### src/verilog/decode_settings.svh
//**************************************************************************
// widths shared by the decode packages and modules; RV64 only
//**************************************************************************

`ifndef DECODE_SETTINGS_SVH
`define DECODE_SETTINGS_SVH

// data and address width
`define XLEN 64
`define INSTR_W 32
`define REG_ADDR_W 5

`endif
### src/verilog/riscv_isa_pkg.sv
//**************************************************************************
// RV64IM encodings; atomics, fence and system opcodes are named but not decoded
//**************************************************************************

`default_nettype none

package riscv_isa_pkg;

`include "decode_settings.svh"

    typedef logic [`XLEN-1:0] xlen_t;
    typedef logic [`INSTR_W-1:0] instr_t;
    typedef logic [`REG_ADDR_W-1:0] reg_addr_t;
    typedef logic [2:0] funct3_t;
    typedef logic [6:0] funct7_t;

    typedef enum logic [6:0] {
        OP_LUI     = 7'b0110111,
        OP_AUIPC   = 7'b0010111,
        OP_JAL     = 7'b1101111,
        OP_JALR    = 7'b1100111,
        OP_BRANCH  = 7'b1100011,
        OP_LOAD    = 7'b0000011,
        OP_STORE   = 7'b0100011,
        OP_ALU_I   = 7'b0010011,
        OP_ALU     = 7'b0110011,
        OP_ALU_I_W = 7'b0011011,
        OP_ALU_W   = 7'b0111011,
        OP_ATOMICS = 7'b0101111,
        OP_FENCE   = 7'b0001111,
        OP_SYSTEM  = 7'b1110011
    } opcode_e;

    localparam funct7_t F7_NORMAL  = 7'b0000000;
    localparam funct7_t F7_SUB_SRA = 7'b0100000;
    localparam funct7_t F7_MUL_DIV = 7'b0000001;

    // alu codes, shared by the immediate and word forms
    localparam funct3_t F3_ADD_SUB = 3'b000;
    localparam funct3_t F3_SLL     = 3'b001;
    localparam funct3_t F3_SLT     = 3'b010;
    localparam funct3_t F3_SLTU    = 3'b011;
    localparam funct3_t F3_XOR     = 3'b100;
    localparam funct3_t F3_SRL_SRA = 3'b101;
    localparam funct3_t F3_OR      = 3'b110;
    localparam funct3_t F3_AND     = 3'b111;

    // funct7 = MUL_DIV
    localparam funct3_t F3_MUL    = 3'b000;
    localparam funct3_t F3_MULH   = 3'b001;
    localparam funct3_t F3_MULHSU = 3'b010;
    localparam funct3_t F3_MULHU  = 3'b011;
    localparam funct3_t F3_DIV    = 3'b100;
    localparam funct3_t F3_DIVU   = 3'b101;
    localparam funct3_t F3_REM    = 3'b110;
    localparam funct3_t F3_REMU   = 3'b111;

    localparam funct3_t F3_LB  = 3'b000;
    localparam funct3_t F3_LH  = 3'b001;
    localparam funct3_t F3_LW  = 3'b010;
    localparam funct3_t F3_LD  = 3'b011;
    localparam funct3_t F3_LBU = 3'b100;
    localparam funct3_t F3_LHU = 3'b101;
    localparam funct3_t F3_LWU = 3'b110;

    localparam funct3_t F3_SB = 3'b000;
    localparam funct3_t F3_SH = 3'b001;
    localparam funct3_t F3_SW = 3'b010;
    localparam funct3_t F3_SD = 3'b011;

    localparam funct3_t F3_BEQ  = 3'b000;
    localparam funct3_t F3_BNE  = 3'b001;
    localparam funct3_t F3_BLT  = 3'b100;
    localparam funct3_t F3_BGE  = 3'b101;
    localparam funct3_t F3_BLTU = 3'b110;
    localparam funct3_t F3_BGEU = 3'b111;

    localparam funct3_t F3_JALR = 3'b000;

    // R-type view, other formats are cut from the same bits
    typedef struct packed {
        funct7_t   funct7;
        reg_addr_t rs2;
        reg_addr_t rs1;
        funct3_t   funct3;
        reg_addr_t rd;
        opcode_e   opcode;
    } instr_fields_t;

endpackage

`default_nettype wire

### src/verilog/decode_pkg.sv
//**************************************************************************
// types produced by the decode stage; exception causes use the mcause codes
//**************************************************************************

`default_nettype none

package decode_pkg;

    typedef enum logic [5:0] {
        ADD, SUB, SLL, SLT, SLTU, XOR, SRL, SRA, OR, AND,
        ADDW, SUBW, SLLW, SRLW, SRAW,
        MUL, MULH, MULHSU, MULHU, DIV, DIVU, REM, REMU,
        MULW, DIVW, DIVUW, REMW, REMUW,
        LB, LH, LW, LD, LBU, LHU, LWU,
        SB, SH, SW, SD,
        BEQ, BNE, BLT, BGE, BLTU, BGEU,
        JAL, JALR
    } instr_type_e;

    typedef enum logic [2:0] {
        UNIT_ALU,
        UNIT_BRANCH,
        UNIT_MEM,
        UNIT_MUL,
        UNIT_DIV
    } unit_e;

    typedef enum logic [1:0] {
        FROM_ALU,
        FROM_MEM,
        FROM_BRANCH
    } wb_sel_e;

    typedef enum logic {
        MEM_LOAD,
        MEM_STORE
    } mem_op_e;

    typedef enum logic [3:0] {
        INSTR_ADDR_MISALIGNED = 4'd0,
        ILLEGAL_INSTR         = 4'd2
    } ex_cause_e;

    typedef struct packed {
        ex_cause_e            cause;
        riscv_isa_pkg::xlen_t origin;
        logic                 valid;
    } exception_t;

    typedef struct packed {
        instr_type_e            instr_type;
        unit_e                  unit;
        wb_sel_e                wb_sel;
        logic                   regfile_we;
        logic                   use_imm;
        logic                   use_pc;
        logic                   op_32;
        logic                   signed_op;
        mem_op_e                mem_op;
        riscv_isa_pkg::funct3_t funct3;
        logic                   illegal;
    } decode_ctrl_t;

    typedef struct packed {
        riscv_isa_pkg::xlen_t      pc;
        riscv_isa_pkg::reg_addr_t  rs1;
        riscv_isa_pkg::reg_addr_t  rs2;
        riscv_isa_pkg::reg_addr_t  rd;
        riscv_isa_pkg::xlen_t      imm;
        decode_ctrl_t              ctrl;
        exception_t                ex;
    } decoded_instr_t;

    typedef struct packed {
        logic                 valid;
        riscv_isa_pkg::xlen_t jump_addr;
    } jump_req_t;

endpackage

`default_nettype wire

### src/verilog/decode_stage.sv
//**************************************************************************
// one instruction per valid_i strobe, no back-pressure; record valid 1 cycle later
// record fields other than the valid bits hold their last value while idle
//**************************************************************************

`default_nettype none

module decode_stage (
    input  wire logic                  clk_i,
    input  wire logic                  arst_n_i,
    input  wire logic                  valid_i,
    input  wire riscv_isa_pkg::instr_t instr_i,
    input  wire riscv_isa_pkg::xlen_t  pc_i,
    output logic                       decode_valid_o,
    output decode_pkg::decoded_instr_t decoded_o,
    output decode_pkg::jump_req_t      jump_o
);

    import riscv_isa_pkg::*;
    import decode_pkg::*;

    instr_fields_t  fields;
    xlen_t          imm;
    decode_ctrl_t   ctrl;
    logic           is_jal;
    logic           misaligned;
    exception_t     ex_d;
    decoded_instr_t decoded_d;
    decoded_instr_t decoded_q;
    logic           ex_valid_q;
    logic           jump_valid_q;
    xlen_t          jump_addr_q;

    assign fields = instr_fields_t'(instr_i);

    imm_gen i_imm_gen (
        .instr_i (fields),
        .imm_o   (imm)
    );

    instr_classifier i_instr_classifier (
        .instr_i (fields),
        .ctrl_o  (ctrl)
    );

    // JAL target must be 4-byte aligned
    assign is_jal     = (ctrl.instr_type == JAL);
    assign misaligned = is_jal && imm[1];

    always_comb begin
        ex_d.origin = pc_i;
        ex_d.cause  = misaligned ? INSTR_ADDR_MISALIGNED : ILLEGAL_INSTR;
        ex_d.valid  = misaligned || ctrl.illegal;
    end

    always_comb begin
        decoded_d.pc   = pc_i;
        decoded_d.rs1  = (fields.opcode == OP_LUI) ? '0 : fields.rs1;
        decoded_d.rs2  = fields.rs2;
        decoded_d.rd   = fields.rd;
        decoded_d.imm  = imm;
        decoded_d.ctrl = ctrl;
        decoded_d.ex   = ex_d;
    end

    always_ff @(posedge clk_i or negedge arst_n_i) begin
        if (!arst_n_i) begin
            decode_valid_o <= 1'b0;
            ex_valid_q     <= 1'b0;
            jump_valid_q   <= 1'b0;
        end else begin
            decode_valid_o <= valid_i;
            ex_valid_q     <= valid_i && ex_d.valid;
            jump_valid_q   <= valid_i && is_jal && !misaligned;
        end
    end

    always_ff @(posedge clk_i) begin
        if (valid_i) begin
            decoded_q   <= decoded_d;
            jump_addr_q <= pc_i + imm;
        end
    end

    always_comb begin
        decoded_o          = decoded_q;
        decoded_o.ex.valid = ex_valid_q;
    end

    assign jump_o = '{valid: jump_valid_q, jump_addr: jump_addr_q};

    // a redirect and a trap for the same instruction would race in fetch
    ex_jump_excl: assert property (@(posedge clk_i) disable iff (!arst_n_i)
        !(decoded_o.ex.valid && jump_o.valid));

    valid_bits_qualified: assert property (@(posedge clk_i) disable iff (!arst_n_i)
        (decoded_o.ex.valid || jump_o.valid) |-> decode_valid_o);

endmodule

`default_nettype wire

### src/verilog/instr_classifier.sv
//**************************************************************************
// RV64IM only; atomics, fence, ecall/ebreak and CSR opcodes come out illegal
//**************************************************************************

`default_nettype none

module instr_classifier (
    input  wire riscv_isa_pkg::instr_fields_t instr_i,
    output decode_pkg::decode_ctrl_t          ctrl_o
);

    import riscv_isa_pkg::*;
    import decode_pkg::*;

    always_comb begin
        ctrl_o.instr_type = ADD;
        ctrl_o.unit       = UNIT_ALU;
        ctrl_o.wb_sel     = FROM_ALU;
        ctrl_o.regfile_we = 1'b0;
        ctrl_o.use_imm    = 1'b0;
        ctrl_o.use_pc     = 1'b0;
        ctrl_o.op_32      = 1'b0;
        ctrl_o.signed_op  = 1'b0;
        ctrl_o.mem_op     = MEM_LOAD;
        ctrl_o.funct3     = instr_i.funct3;
        ctrl_o.illegal    = 1'b0;

        case (instr_i.opcode)
            // rs1 is zeroed by the stage, so this is imm | 0
            OP_LUI: begin
                ctrl_o.regfile_we = 1'b1;
                ctrl_o.use_imm    = 1'b1;
                ctrl_o.instr_type = OR;
            end
            OP_AUIPC: begin
                ctrl_o.regfile_we = 1'b1;
                ctrl_o.use_imm    = 1'b1;
                ctrl_o.use_pc     = 1'b1;
            end
            OP_JAL, OP_JALR: begin
                ctrl_o.regfile_we = 1'b1;
                ctrl_o.use_imm    = 1'b1;
                ctrl_o.use_pc     = 1'b1;
                ctrl_o.wb_sel     = FROM_BRANCH;
                ctrl_o.unit       = UNIT_BRANCH;
                ctrl_o.instr_type = (instr_i.opcode == OP_JAL) ? JAL : JALR;
                if (instr_i.opcode == OP_JALR && instr_i.funct3 != F3_JALR) begin
                    ctrl_o.illegal = 1'b1;
                end
            end
            OP_BRANCH: begin
                ctrl_o.use_imm = 1'b1;
                ctrl_o.use_pc  = 1'b1;
                ctrl_o.wb_sel  = FROM_BRANCH;
                ctrl_o.unit    = UNIT_BRANCH;
                case (instr_i.funct3)
                    F3_BEQ:  ctrl_o.instr_type = BEQ;
                    F3_BNE:  ctrl_o.instr_type = BNE;
                    F3_BLT:  ctrl_o.instr_type = BLT;
                    F3_BGE:  ctrl_o.instr_type = BGE;
                    F3_BLTU: ctrl_o.instr_type = BLTU;
                    F3_BGEU: ctrl_o.instr_type = BGEU;
                    default: ctrl_o.illegal = 1'b1;
                endcase
            end
            OP_LOAD: begin
                ctrl_o.regfile_we = 1'b1;
                ctrl_o.use_imm    = 1'b1;
                ctrl_o.wb_sel     = FROM_MEM;
                ctrl_o.unit       = UNIT_MEM;
                case (instr_i.funct3)
                    F3_LB:   ctrl_o.instr_type = LB;
                    F3_LH:   ctrl_o.instr_type = LH;
                    F3_LW:   ctrl_o.instr_type = LW;
                    F3_LD:   ctrl_o.instr_type = LD;
                    F3_LBU:  ctrl_o.instr_type = LBU;
                    F3_LHU:  ctrl_o.instr_type = LHU;
                    F3_LWU:  ctrl_o.instr_type = LWU;
                    default: ctrl_o.illegal = 1'b1;
                endcase
            end
            OP_STORE: begin
                ctrl_o.use_imm = 1'b1;
                ctrl_o.wb_sel  = FROM_MEM;
                ctrl_o.unit    = UNIT_MEM;
                ctrl_o.mem_op  = MEM_STORE;
                case (instr_i.funct3)
                    F3_SB:   ctrl_o.instr_type = SB;
                    F3_SH:   ctrl_o.instr_type = SH;
                    F3_SW:   ctrl_o.instr_type = SW;
                    F3_SD:   ctrl_o.instr_type = SD;
                    default: ctrl_o.illegal = 1'b1;
                endcase
            end
            OP_ALU_I: begin
                ctrl_o.regfile_we = 1'b1;
                ctrl_o.use_imm    = 1'b1;
                // 6-bit shamt, funct7 bit 0 belongs to it
                case (instr_i.funct3)
                    F3_ADD_SUB: ctrl_o.instr_type = ADD;
                    F3_SLT:     ctrl_o.instr_type = SLT;
                    F3_SLTU:    ctrl_o.instr_type = SLTU;
                    F3_XOR:     ctrl_o.instr_type = XOR;
                    F3_OR:      ctrl_o.instr_type = OR;
                    F3_AND:     ctrl_o.instr_type = AND;
                    F3_SLL: begin
                        ctrl_o.instr_type = SLL;
                        ctrl_o.illegal    = (instr_i.funct7[6:1] != F7_NORMAL[6:1]);
                    end
                    default: begin
                        if (instr_i.funct7[6:1] == F7_SUB_SRA[6:1]) begin
                            ctrl_o.instr_type = SRA;
                        end else if (instr_i.funct7[6:1] == F7_NORMAL[6:1]) begin
                            ctrl_o.instr_type = SRL;
                        end else begin
                            ctrl_o.illegal = 1'b1;
                        end
                    end
                endcase
            end
            OP_ALU_I_W: begin
                ctrl_o.regfile_we = 1'b1;
                ctrl_o.use_imm    = 1'b1;
                ctrl_o.op_32      = 1'b1;
                case ({instr_i.funct7, instr_i.funct3})
                    {F7_NORMAL, F3_SLL}:     ctrl_o.instr_type = SLLW;
                    {F7_NORMAL, F3_SRL_SRA}:  ctrl_o.instr_type = SRLW;
                    {F7_SUB_SRA, F3_SRL_SRA}: ctrl_o.instr_type = SRAW;
                    default: begin
                        ctrl_o.instr_type = ADDW;
                        ctrl_o.illegal    = (instr_i.funct3 != F3_ADD_SUB);
                    end
                endcase
            end
            OP_ALU, OP_ALU_W: begin
                ctrl_o.regfile_we = 1'b1;
                ctrl_o.op_32      = (instr_i.opcode == OP_ALU_W);
                if (instr_i.funct7 == F7_MUL_DIV) begin
                    // funct3[2] splits mul from div, funct3[0] marks unsigned div
                    ctrl_o.unit      = instr_i.funct3[2] ? UNIT_DIV : UNIT_MUL;
                    ctrl_o.signed_op = instr_i.funct3[2] && !instr_i.funct3[0];
                end
                case ({ctrl_o.op_32, instr_i.funct7, instr_i.funct3})
                    {1'b0, F7_NORMAL, F3_ADD_SUB}:   ctrl_o.instr_type = ADD;
                    {1'b0, F7_SUB_SRA, F3_ADD_SUB}:  ctrl_o.instr_type = SUB;
                    {1'b0, F7_NORMAL, F3_SLL}:       ctrl_o.instr_type = SLL;
                    {1'b0, F7_NORMAL, F3_SLT}:       ctrl_o.instr_type = SLT;
                    {1'b0, F7_NORMAL, F3_SLTU}:      ctrl_o.instr_type = SLTU;
                    {1'b0, F7_NORMAL, F3_XOR}:       ctrl_o.instr_type = XOR;
                    {1'b0, F7_NORMAL, F3_SRL_SRA}:   ctrl_o.instr_type = SRL;
                    {1'b0, F7_SUB_SRA, F3_SRL_SRA}:  ctrl_o.instr_type = SRA;
                    {1'b0, F7_NORMAL, F3_OR}:        ctrl_o.instr_type = OR;
                    {1'b0, F7_NORMAL, F3_AND}:       ctrl_o.instr_type = AND;
                    {1'b0, F7_MUL_DIV, F3_MUL}:      ctrl_o.instr_type = MUL;
                    {1'b0, F7_MUL_DIV, F3_MULH}:     ctrl_o.instr_type = MULH;
                    {1'b0, F7_MUL_DIV, F3_MULHSU}:   ctrl_o.instr_type = MULHSU;
                    {1'b0, F7_MUL_DIV, F3_MULHU}:    ctrl_o.instr_type = MULHU;
                    {1'b0, F7_MUL_DIV, F3_DIV}:      ctrl_o.instr_type = DIV;
                    {1'b0, F7_MUL_DIV, F3_DIVU}:     ctrl_o.instr_type = DIVU;
                    {1'b0, F7_MUL_DIV, F3_REM}:      ctrl_o.instr_type = REM;
                    {1'b0, F7_MUL_DIV, F3_REMU}:     ctrl_o.instr_type = REMU;
                    {1'b1, F7_NORMAL, F3_ADD_SUB}:   ctrl_o.instr_type = ADDW;
                    {1'b1, F7_SUB_SRA, F3_ADD_SUB}:  ctrl_o.instr_type = SUBW;
                    {1'b1, F7_NORMAL, F3_SLL}:       ctrl_o.instr_type = SLLW;
                    {1'b1, F7_NORMAL, F3_SRL_SRA}:   ctrl_o.instr_type = SRLW;
                    {1'b1, F7_SUB_SRA, F3_SRL_SRA}:  ctrl_o.instr_type = SRAW;
                    {1'b1, F7_MUL_DIV, F3_MUL}:      ctrl_o.instr_type = MULW;
                    {1'b1, F7_MUL_DIV, F3_DIV}:      ctrl_o.instr_type = DIVW;
                    {1'b1, F7_MUL_DIV, F3_DIVU}:     ctrl_o.instr_type = DIVUW;
                    {1'b1, F7_MUL_DIV, F3_REM}:      ctrl_o.instr_type = REMW;
                    {1'b1, F7_MUL_DIV, F3_REMU}:     ctrl_o.instr_type = REMUW;
                    default:                         ctrl_o.illegal = 1'b1;
                endcase
            end
            // not supported by this core
            OP_ATOMICS, OP_FENCE, OP_SYSTEM: begin
                ctrl_o.illegal = 1'b1;
            end
            default: begin
                ctrl_o.illegal = 1'b1;
            end
        endcase
    end

    // the execute stage picks the jump link result by unit
    branch_wb_sel: assert final (ctrl_o.unit != UNIT_BRANCH || ctrl_o.wb_sel == FROM_BRANCH)
        else $error("branch unit without FROM_BRANCH write-back");

endmodule

`default_nettype wire

### src/verilog/imm_gen.sv
//**************************************************************************
// combinational; unknown opcodes fall back to the I format
//**************************************************************************

`default_nettype none

`include "decode_settings.svh"

module imm_gen (
    input  wire riscv_isa_pkg::instr_fields_t instr_i,
    output riscv_isa_pkg::xlen_t              imm_o
);

    import riscv_isa_pkg::*;

    instr_t raw;

    assign raw = instr_i;

    always_comb begin
        case (instr_i.opcode)
            OP_LUI, OP_AUIPC: begin
                imm_o = {{(`XLEN-32){raw[31]}}, raw[31:12], 12'b0};
            end
            OP_JAL: begin
                imm_o = {{(`XLEN-20){raw[31]}}, raw[19:12], raw[20], raw[30:21], 1'b0};
            end
            OP_BRANCH: begin
                imm_o = {{(`XLEN-12){raw[31]}}, raw[7], raw[30:25], raw[11:8], 1'b0};
            end
            OP_STORE: begin
                imm_o = {{(`XLEN-12){raw[31]}}, raw[31:25], raw[11:7]};
            end
            // I format, shamt and funct7 bits left as they are
            default: begin
                imm_o = {{(`XLEN-12){raw[31]}}, raw[31:20]};
            end
        endcase
    end

endmodule

`default_nettype wire

### config.mk
export PLATFORM = sky130hd
export DESIGN_NAME = decode_stage
export DESIGN_NICKNAME = d
export VERILOG_FILES = /design/src/verilog/riscv_isa_pkg.sv /design/src/verilog/decode_pkg.sv /design/src/verilog/decode_stage.sv /design/src/verilog/instr_classifier.sv /design/src/verilog/imm_gen.sv
export VERILOG_INCLUDE_DIRS = /design/src /design/src/verilog
export SDC_FILE = /design/constraint.sdc
export NUM_CORES = 1
export LEC_CHECK = 0
export ABC_AREA = 1
export BUFFER_PORTS_ARGS = -buffer_cell sky130_fd_sc_hd__buf_2
export CAP_MARGIN = 20
export CORE_MARGIN = 8
export CORE_UTILIZATION = 30
export CTS_CLUSTER_DIAMETER = 100
export DETAILED_ROUTE_END_ITERATION = 12
export PLACE_DENSITY = 0.58
export SLEW_MARGIN = 20
export SYNTH_ARGS = -nofsm -noshare
export SYNTH_HDL_FRONTEND = slang
export SYNTH_SLANG_ARGS = --single-unit
### constraint.sdc
create_clock -name clk_i -period 2.7 [get_ports clk_i]
set_clock_uncertainty 0.15 [all_clocks]
set_input_delay 0.135 -clock clk_i [delete_from_list [all_inputs] [get_ports clk_i]]
set_output_delay 0.135 -clock clk_i [all_outputs]
set_load 0.01 [all_outputs]
==> flow_metrics.py <==
metrics = {
    "die": {
        "die_area_mm2": 0.0502,
        "core_area_mm2": 0.0429,
        "fp-row-count": 76,
        "io_pins": 398,
        "start_util": 0.303,
        "die_h_um": 224,
        "die_width_um": 224,
    },
    "power": {
        "p_leak_nw": 9.36,
        "p_per_area_mw_per_mm2": 493,
        "ir_drop_uv": 440,
    },
    "layout": {
        "antenna_cells": 0,
        "syn2layout_area_growth_pct": 56.8,
        "drive_gt1_frac": 0.430,
        "nets": 2472,
        "fill_cells": 4202,
    },
    "clock_network": {
        "cts_root_buffer": "clkbuf_16",
        "cts.clk_slew.worst_paths_ns": 0.09,
        "cts_max_level": 4,
        "cts_num_sinks": 200,
        "numCtsBuffers": 17,
        "tritoncts": "yes",
        "cts_max_path_buffers": 2,
    },
    "drt": {
        "drt_iter0_drc": 1013,
        "drt_wl_total_um": 56800,
        "viasPerCell": 4.70,
        "via_count": 13700,
        "wl_per_cell_um": 19.5,
        "drtPass1Iterations": 5,
        "final_antenna_net_count": 0,
        "route.detailed.drc": 0,
    },
    "synth": {
        "yosys_warnings": 0,
        "synthArstFlopShare": 0.0150,
        "synth-edff-count": 197,
        "yosysTopAreaCellShare": 0.455,
        "syn-cell-area_mm2": 0.0130,
        "yosysMostFrequentCell": "nand2_1",
        "yosysUniqueCellTypes": 45,
        "ys_ff_latch": 200,
        "netlist_instances": 1576,
        "yosysTopAreaCell": "edfxtp_1",
        "postSynthAreaPerCell_um2": 8.25,
        "ys_dominant_reg_cell": "edfxtp_1",
        "yosysSeqAreaShare": 0.461,
        "synth_common_cells": "nand2_1, nor2_1, edfxtp_1, inv_1, a21oi_1",
        "ys_top_cells_by_area": "edfxtp_1, nand2_1, ha_1",
    },
    "global_routing": {
        "grt_usage": 0.221,
        "grt_start_max_net_pins": 81,
        "grt_pass1_vias": 13900,
        "grt_pass1_wl_um": 84000,
        "grt_antenna_before_repair": 0,
        "overflow": 0,
    },
    "placed_design": {
        "place_hpwl_um": 46700,
        "dpl_worst_slack_ns": -0.953,
        "portBuffers": 394,
        "place_congestion": 0.971,
    },
    "timing": {
        "max_freq_ghz": 0.359,
        "fin_crit_sh": 1.03,
        "hold_viol": 0,
        "fin_tns_setup_ns": -0.442,
        "post-route-worst-setup-slack_ns": -0.0856,
        "relSlewSlack": 0.484,
        "drv_slew": 0,
        "min_period_ns": 2.79,
        "rsz0062_at_grt": "yes",
        "setup_violations": 12,
        "worst_slew_pin_slew_ns": 0.775,
    },
    "outcome": {
        "violations": "setup timing",
        "status": "finished with violations",
    },
    "worst_setup_path": {
        "cp.arrival_ns": 2.88,
        "endpoint_kind": "register",
        "critPathLaunchType": "primary input",
        "crit_type": "in2reg",
        "cp_max_fo": 8,
        "worstPathRequired_ns": 2.79,
    },
    "flow_run": {
        "cap_violations": 0,
    },
    "min_path": {
        "hp-class": "in2reg",
        "hold_depth": 4,
        "hold_start": "instr_i[6]",
        "min_to": "decoded_o[75]",
    },
}
kinds of logic (layout without fill, tap and decap cells):
logic type      count (synthesis)  after routing  share of synthesized area
flops                         200            200                      0.461
buf+inv                       307           1051                      0.119
xor+xnor                       35             35                     0.0236
fa+ha+maj                      64             64                     0.0622
other cells                     1              3                   0.000288
compound gates                236            236                     0.0961
simple gates                  733            733                      0.238
state kept, by name, indices dropped and copies added (netlist names):
signal,cells
decoded_o,133
jump_valid_q,1
decode_valid_o,1
jump_addr_q,64
ex_valid_q,1
critical path, cell delays in order:
cell and delay, ns:
buf_4 0.13, buf_6 0.12, nor2_4 0.13, nand2_4 0.07
nor2_4 0.16, buf_6 0.12, inv_2 0.04, o21ai_2 0.10
bufinv_8 0.24, a21oi_4 0.17, ha_4 0.25, a21oi_4 0.16
buf_6 0.12, o21ai_4 0.05, inv_2 0.05, nand2_2 0.05
buf_6 0.11, nand3_2 0.05, nand3b_1 0.23, nand2_2 0.20
nand3_2 0.07, nand2_1 0.07, nand2_1 0.05
metrics by stage:
stage | hold slack [ns] | area, um2 | power (mW) | instances | util
after floorplan | -0.311 | 13400 | 5.38 | 1578 | -
after global placement | -0.215 | 17700 | 6.95 | 2761 | 0.412
after detailed placement | -0.214 | 17700 | 6.95 | 2761 | 0.412
after CTS | 0.000371 | 19800 | 10.0 | 2896 | 0.461
after global routing | 0.0169 | 20400 | 10.5 | 2907 | 0.475
final | 0.00922 | 20400 | 10.0 | 2907 | 0.475
how the worst max path moves through the flow:
| stage | from | endpoint | slack [ns] | depth (start not counted) |
|---|---|---|---|---|
| detailed placement | instr_i[4] | jump_addr_q[32] | -0.95 | 19 |
| floorplan | instr_i[4] | jump_addr_q[38] | -0.02 | 24 |
| finish | instr_i[2] | jump_addr_q[55] | -0.09 | 23 |
| global route | instr_i[4] | jump_addr_q[55] | -0.16 | 26 |
| global placement | instr_i[4] | jump_addr_q[32] | -1.0 | 19 |
| CTS | instr_i[1] | jump_addr_q[23] | -0.06 | 22 |
metal layers:
metal  wire [um]  global-route usage
met1       25500               0.290
met2       26200               0.358
met3        3570              0.0500
met4        1500              0.0701
met5           0                   0
what timing repair did:
action	in CTS	in global routing
endpoints found under the hold margin	139	0
cloned	0	0
resized for setup	118	130
hold buffers	88	0
setup buffers	15	12
pin swaps	41	50
endpoints found under the setup margin	53	52
layout by cell type, fill, tap and decap left out, types with 14 or more instances in the layout:
cell type | Yosys | final
a21oi_4 | 0 | 16
nor2_1 | 210 | 177
clkbuf_16 | 0 | 17
buf_4 | 102 | 321
o21ai_1 | 4 | 15
xor2_1 | 30 | 26
nor3_1 | 22 | 19
nand2_2 | 6 | 36
edfxtp_1 | 197 | 197
buf_2 | 3 | 389
nor2_4 | 3 | 19
nor2_2 | 10 | 27
nand2_4 | 1 | 29
a21oi_2 | 0 | 21
buf_6 | 1 | 14
nand4_1 | 20 | 20
dlygate4sd3_1 | 0 | 88
o21ai_0 | 97 | 70
inv_1 | 189 | 183
nand2_1 | 358 | 298
ha_1 | 63 | 47
nand3_1 | 77 | 60
a21oi_1 | 106 | 69
power by group:
group | internal, mW | leakage (nW) | switching (mW)
Combinational | 1.46 | 7.10 | 1.87
Clock | 1.41 | 0.298 | 1.35
Sequential | 3.81 | 1.96 | 0.143
cell type report:
cell class	count	area (um2)	area share
clock buffers	18	429	0.0211
clock inverters	14	185	0.00908
inverters	198	781	0.0383
multi-input cells	1071	6700	0.329
flip-flops and latches	200	5990	0.294
well taps	585	732	0.0359
repair buffers	821	5570	0.273
Power figures use the tool's default switching activity.
